[config.mk]
export PLATFORM = sky130hd
export DESIGN_NAME = control
export DESIGN_NICKNAME = d
export VERILOG_FILES = /design/src/design/rv_nibble_pkg.sv /design/src/design/control.sv
export VERILOG_INCLUDE_DIRS = /design/src /design/src/design
export SDC_FILE = /design/constraint.sdc
export NUM_CORES = 1
export LEC_CHECK = 0
export ABC_AREA = 0
export ABC_CLOCK_PERIOD_IN_PS = 5430
export BUFFER_PORTS_ARGS = -buffer_cell sky130_fd_sc_hd__buf_2
export CORE_AREA = 2 2 230 232
export DETAILED_ROUTE_END_ITERATION = 10
export DIE_AREA = 0 0 232 234
export SLEW_MARGIN = 20
export SYNTH_ARGS = -nofsm -noshare
export SYNTH_HDL_FRONTEND = slang
export SYNTH_SLANG_ARGS = --single-unit
[constraint.sdc]
create_clock -name clk -period 5.43 [get_ports clk]
set_input_delay 0.2715 -clock clk [delete_from_list [all_inputs] [get_ports clk]]
set_output_delay 0.2715 -clock clk [all_outputs]
set_load 0.05 [all_outputs]
[src/design/rv_nibble_config.svh]
`ifndef RV_NIBBLE_CONFIG_SVH
`define RV_NIBBLE_CONFIG_SVH

// first fetch address after start, one full word
`define RV_START_ADDR 32'h0000_0100

// number of 32-bit words in the RAM
// must stay a power of two, the index drops the upper address bits
`define RV_RAM_WORDS 1024

// nibble steps per ALU operation
// 8 nibbles cover one 32-bit word
`define RV_ALU_STEPS 8

`endif
[src/design/rv_nibble_pkg.sv]
package rv_nibble_pkg;

    // major opcodes of the supported RV32I subset
    localparam logic [6:0] OPC_OP_IMM = 7'b0010011;
    localparam logic [6:0] OPC_OP     = 7'b0110011;
    localparam logic [6:0] OPC_LUI    = 7'b0110111;
    localparam logic [6:0] OPC_AUIPC  = 7'b0010111;
    localparam logic [6:0] OPC_LOAD   = 7'b0000011;
    localparam logic [6:0] OPC_STORE  = 7'b0100011;
    localparam logic [6:0] OPC_JAL    = 7'b1101111;
    localparam logic [6:0] OPC_BRANCH = 7'b1100011;

    // controller states
    typedef enum logic [2:0] {
        IDLE,
        FETCH,
        DECODE,
        EXEC,
        MEM,
        WRITEBACK,
        ERROR
    } state_e;

    // nibble ALU operations
    typedef enum logic [2:0] {
        ALU_ADD,
        ALU_SUB,
        ALU_AND,
        ALU_OR,
        ALU_XOR
    } alu_op_e;

    // instruction classes after decode
    typedef enum logic [3:0] {
        CL_ILLEGAL,
        CL_ALU_IMM,
        CL_ALU_REG,
        CL_SHIFT,
        CL_LUI,
        CL_AUIPC,
        CL_LOAD,
        CL_STORE,
        CL_JAL,
        CL_BEQ
    } instr_class_e;

    // one ALU request, latched by the ALU on go
    typedef struct packed {
        logic [31:0] a;
        logic [31:0] b;
        alu_op_e     op;
    } alu_req_t;

    // program load strobe into the RAM, byte address
    typedef struct packed {
        logic        en;
        logic [31:0] addr;
        logic [31:0] data;
    } prog_write_t;

    // retire record, valid with retire_valid
    // rd fields and mem fields are zero when the matching enable is low
    typedef struct packed {
        logic [31:0] pc;
        logic [31:0] next_pc;
        logic [4:0]  rd;
        logic [31:0] rd_data;
        logic        rd_we;
        logic        mem_we;
        logic [31:0] mem_addr;
        logic [31:0] mem_wdata;
    } retire_t;

endpackage

[src/design/control.sv]
`timescale 1ns/1ps
`include "rv_nibble_config.svh"

module control
    import rv_nibble_pkg::*;
(
    input  logic        clk,
    input  logic        rst_n,
    input  logic        start,
    input  logic [31:0] instr,
    input  logic [31:0] rdata,
    input  logic [31:0] rs1_data,
    input  logic [31:0] rs2_data,
    input  logic [31:0] alu_result,
    input  logic        alu_done,
    input  logic        alu_zero,
    input  logic [31:0] shift_result,
    input  logic        shift_done,
    output alu_req_t    alu_req,
    output logic        alu_go,
    output logic [31:0] shift_value,
    output logic [4:0]  shift_amount,
    output logic        shift_left,
    output logic        shift_go,
    output logic [4:0]  rs1_addr,
    output logic [4:0]  rs2_addr,
    output logic [4:0]  rd_addr,
    output logic        rd_we,
    output logic [31:0] rd_data,
    output logic [31:0] mem_addr,
    output logic        mem_we,
    output logic [31:0] mem_wdata,
    output logic        retire_valid,
    output retire_t     retire,
    output logic        error,
    output logic        running
);

    state_e       state;
    logic [31:0]  pc, ir, cur, addr_q, res_q, next_pc_q;
    logic         pass2, taken;
    instr_class_e cls;
    alu_op_e      dec_op;
    logic [31:0]  imm_i, imm_s, imm_b, imm_u, imm_j;
    logic         needs2, uses_alu, writes_rd, launch2, exec_done;

    function automatic alu_op_e f3_op(input logic [2:0] f3);
        case (f3)
            3'b100:  return ALU_XOR;
            3'b110:  return ALU_OR;
            3'b111:  return ALU_AND;
            default: return ALU_ADD;
        endcase
    endfunction

    // fresh RAM word while decoding, latched copy afterwards
    assign cur   = (state == DECODE) ? instr : ir;
    assign imm_i = {{20{cur[31]}}, cur[31:20]};
    assign imm_s = {{20{cur[31]}}, cur[31:25], cur[11:7]};
    assign imm_b = {{19{cur[31]}}, cur[31], cur[7], cur[30:25], cur[11:8], 1'b0};
    assign imm_u = {cur[31:12], 12'b0};
    assign imm_j = {{11{cur[31]}}, cur[31], cur[19:12], cur[20], cur[30:21], 1'b0};

    // class decode, anything unlisted is illegal
    always_comb begin
        cls    = CL_ILLEGAL;
        dec_op = f3_op(cur[14:12]);
        case (cur[6:0])
            OPC_OP_IMM: begin
                if (cur[14:12] inside {3'b000, 3'b100, 3'b110, 3'b111}) cls = CL_ALU_IMM;
                else if (cur[13:12] == 2'b01 && cur[31:25] == 7'b0) cls = CL_SHIFT;
            end
            OPC_OP: begin
                if (cur[31:25] == 7'b0 && cur[14:12] inside {3'b000, 3'b100, 3'b110, 3'b111})
                    cls = CL_ALU_REG;
                else if (cur[31:25] == 7'b0100000 && cur[14:12] == 3'b000) begin
                    cls    = CL_ALU_REG;
                    dec_op = ALU_SUB;
                end
            end
            OPC_LUI:    cls = CL_LUI;
            OPC_AUIPC:  cls = CL_AUIPC;
            OPC_LOAD:   if (cur[14:12] == 3'b010) cls = CL_LOAD;
            OPC_STORE:  if (cur[14:12] == 3'b010) cls = CL_STORE;
            OPC_JAL:    cls = CL_JAL;
            OPC_BRANCH: if (cur[14:12] == 3'b000) cls = CL_BEQ;
            default:    cls = CL_ILLEGAL;
        endcase
    end

    assign needs2    = (cls == CL_JAL) || (cls == CL_BEQ);
    assign uses_alu  = !(cls inside {CL_ILLEGAL, CL_LUI, CL_SHIFT});
    assign writes_rd = !(cls inside {CL_ILLEGAL, CL_STORE, CL_BEQ});
    // jal and beq chain a second pass off the first done
    assign launch2   = (state == EXEC) && alu_done && needs2 && !pass2;
    assign exec_done = (cls == CL_SHIFT) ? shift_done : (alu_done && (!needs2 || pass2));

    // first pass issued from DECODE, second pass from EXEC
    always_comb begin
        alu_req = '{a: rs1_data, b: imm_i, op: dec_op};
        if (state == EXEC) begin
            alu_req = '{a: pc, b: (cls == CL_JAL) ? 32'd4 : imm_b, op: ALU_ADD};
        end else begin
            case (cls)
                CL_ALU_REG: alu_req.b = rs2_data;
                CL_AUIPC:   alu_req = '{a: pc, b: imm_u, op: ALU_ADD};
                CL_LOAD:    alu_req.op = ALU_ADD;
                CL_STORE:   alu_req = '{a: rs1_data, b: imm_s, op: ALU_ADD};
                CL_JAL:     alu_req = '{a: pc, b: imm_j, op: ALU_ADD};
                CL_BEQ:     alu_req = '{a: rs1_data, b: rs2_data, op: ALU_SUB};
                default:    alu_req.op = dec_op;
            endcase
        end
    end

    assign alu_go       = ((state == DECODE) && uses_alu) || launch2;
    assign shift_go     = (state == DECODE) && (cls == CL_SHIFT);
    assign shift_value  = rs1_data;
    assign shift_amount = cur[24:20];
    assign shift_left   = (cur[14:12] == 3'b001);

    always_ff @(posedge clk or negedge rst_n) begin
        if (!rst_n) begin
            state <= IDLE;
            pc    <= '0;
            pass2 <= 1'b0;
        end else begin
            case (state)
                IDLE: if (start) begin
                    pc    <= `RV_START_ADDR;
                    state <= FETCH;
                end
                FETCH: state <= DECODE;
                DECODE: begin
                    pass2 <= 1'b0;
                    if (cls == CL_ILLEGAL) state <= ERROR;
                    else if (cls == CL_LUI) state <= WRITEBACK;
                    else state <= EXEC;
                end
                EXEC: begin
                    if (launch2) pass2 <= 1'b1;
                    else if (exec_done) state <= (cls inside {CL_LOAD, CL_STORE}) ? MEM : WRITEBACK;
                end
                MEM: state <= WRITEBACK;
                WRITEBACK: begin
                    pc    <= next_pc_q;
                    state <= FETCH;
                end
                default: state <= ERROR;
            endcase
        end
    end

    // lui value and fall-through pc preset in DECODE, EXEC overwrites
    always_ff @(posedge clk) begin
        if (state == DECODE) begin
            ir        <= instr;
            res_q     <= imm_u;
            next_pc_q <= pc + 32'd4;
        end else if (state == EXEC && cls == CL_SHIFT && shift_done) begin
            res_q <= shift_result;
        end else if (state == EXEC && alu_done) begin
            case (cls)
                CL_JAL:   if (!pass2) next_pc_q <= alu_result; else res_q <= alu_result;
                CL_BEQ:   if (!pass2) taken <= alu_zero; else if (taken) next_pc_q <= alu_result;
                CL_LOAD,
                CL_STORE: addr_q <= alu_result;
                default:  res_q <= alu_result;
            endcase
        end
    end

    assign rs1_addr  = cur[19:15];
    assign rs2_addr  = cur[24:20];
    assign rd_addr   = cur[11:7];
    // load data arrives the cycle after MEM
    assign rd_data   = (cls == CL_LOAD) ? rdata : res_q;
    assign rd_we     = (state == WRITEBACK) && writes_rd;
    assign mem_addr  = (state == MEM) ? addr_q : pc;
    assign mem_we    = (state == MEM) && (cls == CL_STORE);
    assign mem_wdata = rs2_data;

    assign retire_valid = (state == WRITEBACK);
    assign retire = '{pc: pc, next_pc: next_pc_q,
                      rd: writes_rd ? rd_addr : 5'd0,
                      rd_data: writes_rd ? rd_data : 32'd0,
                      rd_we: writes_rd, mem_we: (cls == CL_STORE),
                      mem_addr: (cls == CL_STORE) ? addr_q : 32'd0,
                      mem_wdata: (cls == CL_STORE) ? rs2_data : 32'd0};
    assign error   = (state == ERROR);
    assign running = (state != IDLE) && (state != ERROR);

    // once stopped, the core stays stopped and retires nothing
    a_error_sticky: assert property (@(posedge clk) disable iff (!rst_n)
        error |=> error && !retire_valid);
    a_store_aligned: assert property (@(posedge clk) disable iff (!rst_n)
        mem_we |-> mem_addr[1:0] == 2'b00);

endmodule

==> results.tsv, run 1 <==
stage	metric	value	unit
status	result of the run	completed	
pwr	Leak	6.80	nW
floorplanning	core outline area	52000	µm²
yosys	cell type contributing the most total cell area after synthesis	sky130_fd_sc_hd__edfxtp_1	
pwr	total net switching power	3.49	mW
yosys	post-synthesis instance area	10400	µm²
floorplanning	Die X-Extent	232	µm
global_route	Global Route Usage Sum	17.6	%
setup_path	reg2reg setup slack	1530	ps
yosys	post-synthesis sequential element count	165	
timing	relative max-transition margin	22.7	%
clock_network	latest clock arrival within the worst-skew pair	490	ps
clock_network	total number of clock tree sinks	165	
yosys	cells taking the most area after synthesis	sky130_fd_sc_hd__edfxtp_1 25%, sky130_fd_sc_hd__mux2_2 9.5%, sky130_fd_sc_hd__dfrtp_1 8.7%	
global_route	first-pass GRT wire length	68100	µm
layout	final cell count without fillers	2303	
yosys	number of enable-type register cells in the synthesized netlist	85	
clock_network	maximum count of clock buffers along a single path	2	
yosys	Mean Syn Cell Area	9.43	µm²
timing	Post-Route Setup TNS	0	ps
yosys	ys async rst share	21.8	%
floorplanning	initial standard-cell utilization of the core	20.0	%
yosys	most frequent cell after synthesis	sky130_fd_sc_hd__nand2_1	
yosys	Distinct cells, synth	61	
layout	fraction of layout instances using a drive strength above 1	46.9	%
floorplanning	io pins	588	
yosys	count of mapped cells out of synthesis	1102	
pwr	power density relative to cell area	451	nW/µm²
setup_path	category of the critical setup timing path	reg2out	
job	count of max-cap constraint violations	0	
setup_path	Reg2Reg Launch Point	state[1]	
pwr	Comb pwr share	52.1	%
timing	setup-violating endpoint count in the final report	0	
routing	first-pass iteration count of the detailed router	5	
pwr	internal cell power	2.99	mW
timing	final critical delay including setup and external delays	4860	ps
pwr	fraction of power consumed by sequential logic	28.7	%
global_route	overall overflow remaining after global route	0	
timing	measured slew at the worst slew-check pin	1160	ps
layout	P&R area growth vs syn	38.2	%
timing	highest achievable clock rate	206	MHz
pwr	sw frac	53.8	%
timing	unrepaired setup endpoints after global routing	no	
pwr	maximum resistive drop on vdd	0.000310	V
yosys	Yosys warnings	0	
worst_hold_path	cell count of the worst hold path	1	
timing	count of endpoints failing hold in the final timing report	0	
setup_path	endpoint of the lowest-slack register-to-register path	next_pc_q[30]	
place	number of instances in the placed design	2243	
setup_path	largest driver fanout on the critical path	37	
global_route	initial antenna violation count	9	
worst_hold_path	worst min-delay path endpoint	addr_q[20]	
routing	Antenna Violating Nets Remaining	0	
clock_network	clock tree from TritonCTS	built	
setup_path	cell count of the worst reg-to-reg path	9	
global_route	vias in the first global route	9903	
place	total of buffers placed on input and output ports	587	
yosys	commonest register cell after synthesis	sky130_fd_sc_hd__edfxtp_1	
global_route	pin count of the biggest net entering global routing	55	
yosys	syn nets	1301	
timing	final worst-path cycle share	89.6	%
timing	Final Skew	16.3	ps
routing	Initial DRC Count	718	
floorplanning	FP Rows	84	
setup_path	CP arrival	4590	ps
floorplanning	die area	54300	µm²
worst_hold_path	class of the tightest hold or removal check	in2reg	
clock_network	clock-pin slew of the registers on the worst-case setup and hold paths	80	ps
place	DP HPWL	39000	µm
clock_network	htree depth	4	
routing	final WL	49600	µm
routing	total number of vias	10605	
setup_path	kind of launch point of the worst setup path	flop	
clock_network	root buf cell	sky130_fd_sc_hd__clkbuf_16	
worst_hold_path	start point of the worst hold path	alu_result[20]	
routing	routed vias/inst	4.60	
place	placer's final routability congestion estimate	0.884	
yosys	area share of the leading cell type in the synthesized netlist	24.6	%
yosys	fraction of the yosys area taken by sequential cells	41.7	%
timing	Pins Over Slew Limit	0	
layout	net count of the finished layout	1799	
setup_path	crit end category	output pin	
routing	Avg WL per Cell	21.6	µm
clock_network	Num CTS Buffers	17	
routing	number of remaining DRC errors	0	
pwr	fraction of power consumed by the clock network	19.3	%
yosys	most frequent cells after synthesis	109 x sky130_fd_sc_hd__nand2_1, 88 x sky130_fd_sc_hd__mux2_2, 85 x sky130_fd_sc_hd__buf_4, 85 x sky130_fd_sc_hd__edfxtp_1	
floorplanning	Die H	234	µm
setup_path	Required @ worst endpoint	5160	ps
power by group through the flow:
| stage | combinational [mW] | sequential (mW) | clock, mW |
|---|---|---|---|
| 6_report | 3.37 | 1.86 | 1.25 |
| 4_1_cts | 3.39 | 1.85 | 1.30 |
| 3_5_place_dp | 3.37 | 1.88 | 0 |
| 5_1_grt | 3.54 | 1.89 | 1.33 |
| 2_1_floorplan | 2.36 | 2.08 | 0 |
| 3_3_place_gp | 3.36 | 1.87 | 0 |
worst max path at each step:
stage / start / endpoint / depth (start not counted)
2_1_floorplan: state[0] / next_pc_q[0] / 10
3_3_place_gp: state[1] / retire[91] / 9
3_5_place_dp: state[1] / retire[91] / 9
4_1_cts: state[1] / retire[91] / 9
5_1_grt: state[1] / retire[91] / 9
6_report: state[1] / retire[91] / 9
flip-flops by register name, summed over array words and instances, names as in the netlist:
name,flops
pass2,1
state,3
ir,32
next_pc_q,32
addr_q,32
pc,32
taken,1
res_q,32
logic make-up (layout without fill, tap and decap cells):
family                   count (synthesis)  count (layout)  synth area share (%)
flip-flops                             165             165                  41.7
AND/OR/NAND/NOR                        365             365                  18.7
AO/OA/AOI/OAI                          248             248                  16.1
adder cells (fa/ha/maj)                  1               1                 0.120
other                                    0               2                     0
XOR/XNOR                                29              29                  2.44
multiplexers                            97              97                  10.5
buffers and inverters                  197             708                  10.4
placed cells by master, fill, tap and decap left out, types with 25 or more instances in the layout:
| master | n |
|---|---|
| sky130_fd_sc_hd__and2_1 | 84 |
| sky130_fd_sc_hd__inv_1 | 39 |
| sky130_fd_sc_hd__a22o_1 | 35 |
| sky130_fd_sc_hd__dlygate4sd3_1 | 25 |
| sky130_fd_sc_hd__buf_4 | 25 |
| sky130_fd_sc_hd__o21ai_0 | 82 |
| sky130_fd_sc_hd__dfxtp_1 | 44 |
| sky130_fd_sc_hd__nor2b_1 | 40 |
| sky130_fd_sc_hd__dfrtp_1 | 36 |
| sky130_fd_sc_hd__buf_2 | 587 |
| sky130_fd_sc_hd__mux2_2 | 88 |
| sky130_fd_sc_hd__nor2_1 | 27 |
| sky130_fd_sc_hd__a21oi_1 | 44 |
| sky130_fd_sc_hd__nand2_1 | 108 |
| sky130_fd_sc_hd__edfxtp_1 | 85 |
worst max-delay path, stage by stage, from the launching register on:
cell and delay, ps:
sky130_fd_sc_hd__dfrtp_1 690, sky130_fd_sc_hd__nor3b_4 420, sky130_fd_sc_hd__buf_4 300, sky130_fd_sc_hd__nor3b_1 110
sky130_fd_sc_hd__o22ai_1 630, sky130_fd_sc_hd__o21ai_2 250, sky130_fd_sc_hd__o41ai_2 660, sky130_fd_sc_hd__buf_4 560
sky130_fd_sc_hd__nor2b_1 160, sky130_fd_sc_hd__buf_2 250
stage by stage:
step	hold WS [ps]	utilization [%]	area, µm²	power (mW)	worst slack, ps
2_1_floorplan	-24.1	-	10400	4.44	284
3_3_place_gp	444	26.0	13500	5.23	874
3_5_place_dp	449	26.0	13500	5.24	790
4_1_cts	7.47	27.6	14300	6.54	221
5_1_grt	17.2	27.6	14400	6.76	292
6_report	43.2	27.6	14400	6.48	567
cell type report:
cell class | instances | area [µm²]
Clock inverter | 14 | 134
Multi-Input combinational cell | 740 | 5050
Timing Repair Buffer | 637 | 3380
Antenna cell | 2 | 5.00
Inverter | 39 | 146
Tap cell | 688 | 861
Fill cell | 5552 | 37700
Clock buffer | 18 | 450
Sequential cell | 165 | 4330
metal layers:
layer | track usage, % | share of wire [%] | vias up
met3 | 4.06 | 7.0 | 73
met1 | 22.8 | 43 | 5158
met4 | 7.57 | 3.5 | 4
met5 | 0 | 0.046 | -
met2 | 27.8 | 46 | 509
li1 | - | - | 4861
repair_timing:
action	CTS	global route
endpoints found under the hold margin	60	0
hold buffers	25	0
resized for setup	0	0
setup endpoints to repair	0	2
setup buffers	0	1
No activity file was read; power rests on OpenSTA's default activity.
==> run 2, diff against run 1 <==
--- a/config.mk
+++ b/config.mk
@@ -7,11 +7,12 @@
 export NUM_CORES = 1
 export LEC_CHECK = 0
 export ABC_AREA = 0
-export ABC_CLOCK_PERIOD_IN_PS = 5430
+export ABC_CLOCK_PERIOD_IN_PS = 4900
 export BUFFER_PORTS_ARGS = -buffer_cell sky130_fd_sc_hd__buf_2
-export CORE_AREA = 2 2 230 232
+export CORE_AREA = 2 2 227 229
 export DETAILED_ROUTE_END_ITERATION = 10
-export DIE_AREA = 0 0 232 234
+export DIE_AREA = 0 0 229 231
+export GPL_TIMING_DRIVEN = 0
 export SLEW_MARGIN = 20
 export SYNTH_ARGS = -nofsm -noshare
 export SYNTH_HDL_FRONTEND = slang
==> constraint.sdc (replaced) <==
create_clock -name clk -period 4.9 [get_ports clk]
set_input_delay 0.245 -clock clk [delete_from_list [all_inputs] [get_ports clk]]
set_output_delay 0.245 -clock clk [all_outputs]
set_load 0.05 [all_outputs]
==> results.tsv, run 2 (synthesis results as in run 1) <==
stage	metric	value	unit	change
place	DP HPWL	44400	µm	was 39000 µm
setup_path	kind of launch point of the worst setup path	flop		unchanged
floorplanning	initial standard-cell utilization of the core	20.5	%	was 20.0%
routing	final WL	54100	µm	was 49600 µm
timing	Final Skew	23.4	ps	was 16.3 ps
clock_network	clock tree from TritonCTS	built		unchanged
pwr	Leak	7.33	nW	was 6.80 nW
setup_path	largest driver fanout on the critical path	10		was 37
floorplanning	FP Rows	83		was 84
timing	setup-violating endpoint count in the final report	0		unchanged
place	placer's final routability congestion estimate	0.880		was 0.884
setup_path	Required @ worst endpoint	4660	ps	was 5160 ps
setup_path	crit end category	output pin		unchanged
timing	count of endpoints failing hold in the final timing report	0		unchanged
global_route	vias in the first global route	10948		was 9903
timing	unrepaired setup endpoints after global routing	no		unchanged
clock_network	Post-CTS Setup Bufs	0		unchanged
floorplanning	Die X-Extent	229	µm	was 232 µm
floorplanning	Die H	231	µm	was 234 µm
routing	number of remaining DRC errors	0		unchanged
global_route	pin count of the biggest net entering global routing	37		was 55
layout	net count of the finished layout	1943		was 1799
timing	relative max-transition margin	34.0	%	was 22.7%
global_route	initial antenna violation count	4		was 9
routing	Antenna Violating Nets Remaining	0		unchanged
clock_network	latest clock arrival within the worst-skew pair	490	ps	about the same
layout	final cell count without fillers	2438		was 2303
routing	Initial DRC Count	822		was 718
clock_network	maximum count of clock buffers along a single path	2		unchanged
pwr	power density relative to cell area	488	nW/µm²	was 451 nW/µm²
job	count of max-cap constraint violations	0		unchanged
global_route	overall overflow remaining after global route	0		unchanged
place	post-place instance area	14300	µm²	was 13500 µm²
routing	routed vias/inst	4.61		was 4.60
timing	measured slew at the worst slew-check pin	989	ps	was 1160 ps
clock_network	root buf cell	sky130_fd_sc_hd__clkbuf_16		unchanged
layout	number of fill cells in the layout	5458		was 5552
floorplanning	core outline area	50700	µm²	was 52000 µm²
layout	top library cells by usage in the layout, fill and taps aside	604 x sky130_fd_sc_hd__buf_2, 109 x sky130_fd_sc_hd__nand2_1, 90 x sky130_fd_sc_hd__buf_4, 88 x sky130_fd_sc_hd__mux2_2, 85 x sky130_fd_sc_hd__edfxtp_1		was 587 x sky130_fd_sc_hd__buf_2, 108 x sky130_fd_sc_hd__nand2_1, 88 x sky130_fd_sc_hd__mux2_2, 85 x sky130_fd_sc_hd__edfxtp_1, 84 x sky130_fd_sc_hd__and2_1
clock_network	total number of clock tree sinks	165		unchanged
clock_network	clock-pin slew of the registers on the worst-case setup and hold paths	70	ps	was 80 ps
layout	fraction of layout instances using a drive strength above 1	47.7	%	was 46.9%
floorplanning	io pins	588		unchanged
status	result of the run	completed		unchanged
clock_network	htree depth	4		unchanged
timing	highest achievable clock rate	218	MHz	
layout	most frequent standard cell in the layout excluding fill and tap cells	sky130_fd_sc_hd__buf_2		unchanged
setup_path	category of the critical setup timing path	reg2out		unchanged
timing	final worst-path cycle share	93.6	%	
global_route	first-pass GRT wire length	75400	µm	was 68100 µm
place	total of buffers placed on input and output ports	587		unchanged
place	number of instances in the placed design	2377		was 2243
layout	P&R area growth vs syn	46.6	%	was 38.2%
floorplanning	die area	52900	µm²	was 54300 µm²
routing	Avg WL per Cell	22.2	µm	was 21.6 µm
global_route	Global Route Usage Sum	19.7	%	was 17.6%
pwr	maximum resistive drop on vdd	0.000376	V	was 0.000310 V
layout	cell area after layout	15200	µm²	was 14400 µm²
setup_path	CP arrival	4340	ps	was 4590 ps
timing	final critical delay including setup and external delays	4590	ps	
pwr	total power consumption of the routed design	7.43	mW	was 6.48 mW
routing	total number of vias	11231		was 10605
clock_network	Num CTS Buffers	17		unchanged
worst_hold_path	class of the tightest hold or removal check	in2reg		unchanged
timing	Pins Over Slew Limit	0		unchanged
routing	first-pass iteration count of the detailed router	5		unchanged
==> run 2: worst paths after layout <==
kind | from | endpoint | slack [ps] | cells past startpoint
max | state[0] | retire[80] | 310 | 9
min | alu_result[6] | addr_q[6] | 20 | 1
max reg2reg | state[1] | next_pc_q[29] | 410 | 9
min reg2reg | ir[18] | ir[18] | 480 | 1
max in group asynchronous | rst_n | pass2 | 3790 | 2
min in group asynchronous | rst_n | pc[26] | 460 | 2
==> run 2: layout make-up <==
type	count	area, µm²	area share [%]
repair buffers	623	3310	21.7
inverters	39	146	0.961
plain buffers	158	941	6.18
well taps	680	851	5.58
clock buffers	22	485	3.19
multi-input cells	740	5040	33.1
clock inverters	10	121	0.797
diodes	1	2.50	0.0164
flip-flops and latches	165	4330	28.4
==> run 2: critical path, stage by stage (launching register included) <==
cell	delay, ps
sky130_fd_sc_hd__dfrtp_1	450
sky130_fd_sc_hd__nor3b_2	480
sky130_fd_sc_hd__nor4b_1	170
sky130_fd_sc_hd__a22oi_1	790
sky130_fd_sc_hd__nand2_1	290
sky130_fd_sc_hd__o41ai_4	540
sky130_fd_sc_hd__clkbuf_1	420
sky130_fd_sc_hd__buf_4	360
sky130_fd_sc_hd__nor2b_1	110
sky130_fd_sc_hd__buf_2	220
==> run 2: per-layer routing <==
metal	track usage, %	wire length [µm]	vias up
met2	33.6	26400	521
met4	5.36	912	2
li1	-	-	5151
met5	0	13	-
met1	25.3	23400	5509
met3	3.88	3380	48
==> run 2: timing repair <==
action / CTS / global route
hold buffers: 28 / 0
resized for setup: 5 / 3
setup endpoints to repair: 40 / 23
hold endpoints to repair: 63 / 0
==> run 2: power by group <==
part           switching [mW]  leakage (nW)  internal [mW]
clock                   0.629         0.294          0.810
sequential              0.336          1.60           1.71
combinational            2.90          5.44           1.04
==> run 2: per-stage QoR <==
| stage | setup TNS, ps | hold WS, ps | setup slack, ps | utilization (%) |
|---|---|---|---|---|
| finish | 0 | 20.6 | 314 | 30.1 |
| global route | 0 | 9.42 | 68.8 | 30.1 |
| CTS | 0 | 2.69 | 92.6 | 30.0 |
| detailed placement | 0 | 426 | 204 | 28.2 |
| global placement | -126020 | 427 | -2030 | 28.0 |
| floorplan | 0 | -50.6 | 746 | - |
==> run 3, diff against run 2 <==
--- a/config.mk
+++ b/config.mk
@@ -13,6 +13,7 @@
 export DETAILED_ROUTE_END_ITERATION = 10
 export DIE_AREA = 0 0 229 231
 export GPL_TIMING_DRIVEN = 0
+export PLACE_DENSITY = 0.5
 export SLEW_MARGIN = 20
 export SYNTH_ARGS = -nofsm -noshare
 export SYNTH_HDL_FRONTEND = slang
==> results.tsv, run 3 (synthesis results as in run 1) <==
stage	metric	value	unit	change
layout	multi-input combinational cell area	5030	µm²	was 5040 µm²
timing	unrepaired setup endpoints after global routing	no		unchanged
timing	Pins Over Slew Limit	0		unchanged
setup_path	max incr delay on CP	590	ps	was 790 ps
layout	top library cells by usage in the layout, fill and taps aside	605 x sky130_fd_sc_hd__buf_2, 109 x sky130_fd_sc_hd__nand2_1, 88 x sky130_fd_sc_hd__mux2_2, 88 x sky130_fd_sc_hd__buf_4, 85 x sky130_fd_sc_hd__edfxtp_1		was 604 x sky130_fd_sc_hd__buf_2, 109 x sky130_fd_sc_hd__nand2_1, 90 x sky130_fd_sc_hd__buf_4, 88 x sky130_fd_sc_hd__mux2_2, 85 x sky130_fd_sc_hd__edfxtp_1
pwr	power density relative to cell area	485	nW/µm²	was 488 nW/µm²
pwr	maximum resistive drop on vdd	0.000257	V	was 0.000376 V
place	DP HPWL	43600	µm	was 44400 µm
floorplanning	core outline area	50700	µm²	unchanged
clock_network	clock tree from TritonCTS	built		unchanged
setup_path	cell mode on critical path	sky130_fd_sc_hd__buf_2		
floorplanning	Die X-Extent	229	µm	unchanged
layout	most frequent standard cell in the layout excluding fill and tap cells	sky130_fd_sc_hd__buf_2		unchanged
layout	number of fill cells in the layout	5481		was 5458
layout	cell area after layout	15200	µm²	about the same
pwr	Leak	7.30	nW	was 7.33 nW
setup_path	total buffers and inverters traversed by the critical path	4		was 3
clock_network	root buf cell	sky130_fd_sc_hd__clkbuf_16		unchanged
clock_network	total number of clock tree sinks	165		unchanged
floorplanning	die area	52900	µm²	unchanged
place	post-place instance area	14300	µm²	about the same
clock_network	maximum count of clock buffers along a single path	2		unchanged
layout	fin util	29.9	%	was 30.1%
routing	Antenna Violating Nets Remaining	0		unchanged
timing	final critical delay including setup and external delays	4760	ps	was 4590 ps
routing	total number of vias	11196		was 11231
routing	final WL	53400	µm	was 54100 µm
setup_path	crit end category	output pin		unchanged
floorplanning	FP Rows	83		unchanged
routing	routed vias/inst	4.60		was 4.61
global_route	vias in the first global route	10869		was 10948
floorplanning	Die H	231	µm	unchanged
place	total of buffers placed on input and output ports	587		unchanged
layout	net count of the finished layout	1939		was 1943
place	number of instances in the placed design	2376		was 2377
global_route	Global Route Usage Sum	19.3	%	was 19.7%
routing	number of remaining DRC errors	0		unchanged
timing	final worst-path cycle share	97.1	%	was 93.6%
global_route	overall overflow remaining after global route	0		unchanged
layout	fraction of layout instances using a drive strength above 1	48.0	%	was 47.7%
setup_path	category of the critical setup timing path	reg2out		unchanged
timing	measured slew at the worst slew-check pin	1030	ps	was 989 ps
global_route	pin count of the biggest net entering global routing	37		unchanged
routing	first-pass iteration count of the detailed router	5		unchanged
setup_path	critical path's top delay family	buffers and inverters		was compound AO/OA/AOI/OAI gates
timing	Final Skew	16.1	ps	was 23.4 ps
setup_path	CP arrival	4510	ps	was 4340 ps
place	placer's final routability congestion estimate	0.880		about the same
setup_path	kind of launch point of the worst setup path	flop		unchanged
timing	relative max-transition margin	31.3	%	was 34.0%
timing	highest achievable clock rate	210	MHz	was 218 MHz
status	result of the run	completed		unchanged
setup_path	Required @ worst endpoint	4660	ps	about the same
timing	setup-violating endpoint count in the final report	0		unchanged
setup_path	largest driver fanout on the critical path	10		unchanged
job	count of max-cap constraint violations	0		unchanged
timing	final worst hold slack	37.3	ps	was 20.6 ps
layout	final cell count without fillers	2436		was 2438
pwr	total power consumption of the routed design	7.35	mW	was 7.43 mW
clock_network	latest clock arrival within the worst-skew pair	470	ps	was 490 ps
routing	Avg WL per Cell	21.9	µm	was 22.2 µm
floorplanning	io pins	588		unchanged
floorplanning	initial standard-cell utilization of the core	20.5	%	unchanged
setup_path	slowest library cell on the worst path	sky130_fd_sc_hd__o41ai_2		was sky130_fd_sc_hd__a22oi_1
setup_path	critical path cell sequence	nor3b_2, buf_2, mux2i_2, o221a_2, o21ai_2, o41ai_2, clkbuf_4, buf_2, nor2b_1, buf_2		was nor3b_2, nor4b_1, a22oi_1, nand2_1, o41ai_4, clkbuf_1, buf_4, nor2b_1, buf_2
layout	P&R area growth vs syn	46.0	%	was 46.6%
layout	register cell area after layout	4330	µm²	unchanged
routing	Initial DRC Count	806		was 822
global_route	initial antenna violation count	4		unchanged
global_route	first-pass GRT wire length	74300	µm	was 75400 µm
worst_hold_path	class of the tightest hold or removal check	in2reg		unchanged
timing	count of endpoints failing hold in the final timing report	0		unchanged
clock_network	htree depth	4		unchanged
clock_network	clock-pin slew of the registers on the worst-case setup and hold paths	70	ps	about the same
clock_network	Num CTS Buffers	17		unchanged
## run 3: path summary, 6_finish.rpt
kind	startpoint	to	slack (ps)	cells after the start
min reg2reg	ir[1]	ir[1]	480	2
min in group asynchronous	rst_n	pc[28]	490	2
max	state[0]	retire[82]	140	10
min	alu_result[7]	addr_q[7]	40	1
max in group asynchronous	rst_n	state[2]	3730	2
max reg2reg	state[1]	next_pc_q[29]	390	9
## run 3: worst reg2reg max path: stages (launching register included)
cell                       delay (ps)
sky130_fd_sc_hd__dfrtp_1          420
sky130_fd_sc_hd__or3b_4           300
sky130_fd_sc_hd__buf_2            320
sky130_fd_sc_hd__clkbuf_1         700
sky130_fd_sc_hd__clkbuf_1         610
sky130_fd_sc_hd__clkbuf_2         540
sky130_fd_sc_hd__clkbuf_1         640
sky130_fd_sc_hd__o31ai_4          320
sky130_fd_sc_hd__buf_8            250
sky130_fd_sc_hd__buf_6            180
## run 3: layout make-up
class                   instances  share of cell area (%)
diodes                          3                  0.0495
plain buffers                 158                    6.21
multi-input cells             740                    33.2
clock buffers                  18                    2.90
repair buffers                619                    21.6
inverters                      39                   0.965
clock inverters                14                   0.916
flip-flops and latches        165                    28.6
well taps                     680                    5.61
## run 3: power by group
part | total, mW | switching, mW | internal (mW)
Clock | 1.39 | 0.661 | 0.727
Combinational | 3.92 | 2.88 | 1.03
Sequential | 2.04 | 0.334 | 1.71
Total | 7.35 | 3.88 | 3.47
## run 3: through the flow
step	setup slack, ps	TNS [ps]
after floorplan	746	0
after global placement	-1790	-119380
after detailed placement	-292	-3820
after CTS	11.2	0
after global routing	12.9	0
final	141	0
## run 3: repair_timing
action	in CTS	in global routing
hold buffers	25	0
resized for setup	7	2
hold endpoints to repair	60	0
setup endpoints to repair	71	22
buffers inserted	0	0
## run 3: per-layer routing
metal	global-route usage, %	vias to the layer above	share of wire (%)
li1	-	5147	-
met1	24.7	5510	43
met2	33.4	481	49
met3	3.20	56	5.8
met4	5.68	2	2.0
met5	0	-	0.021
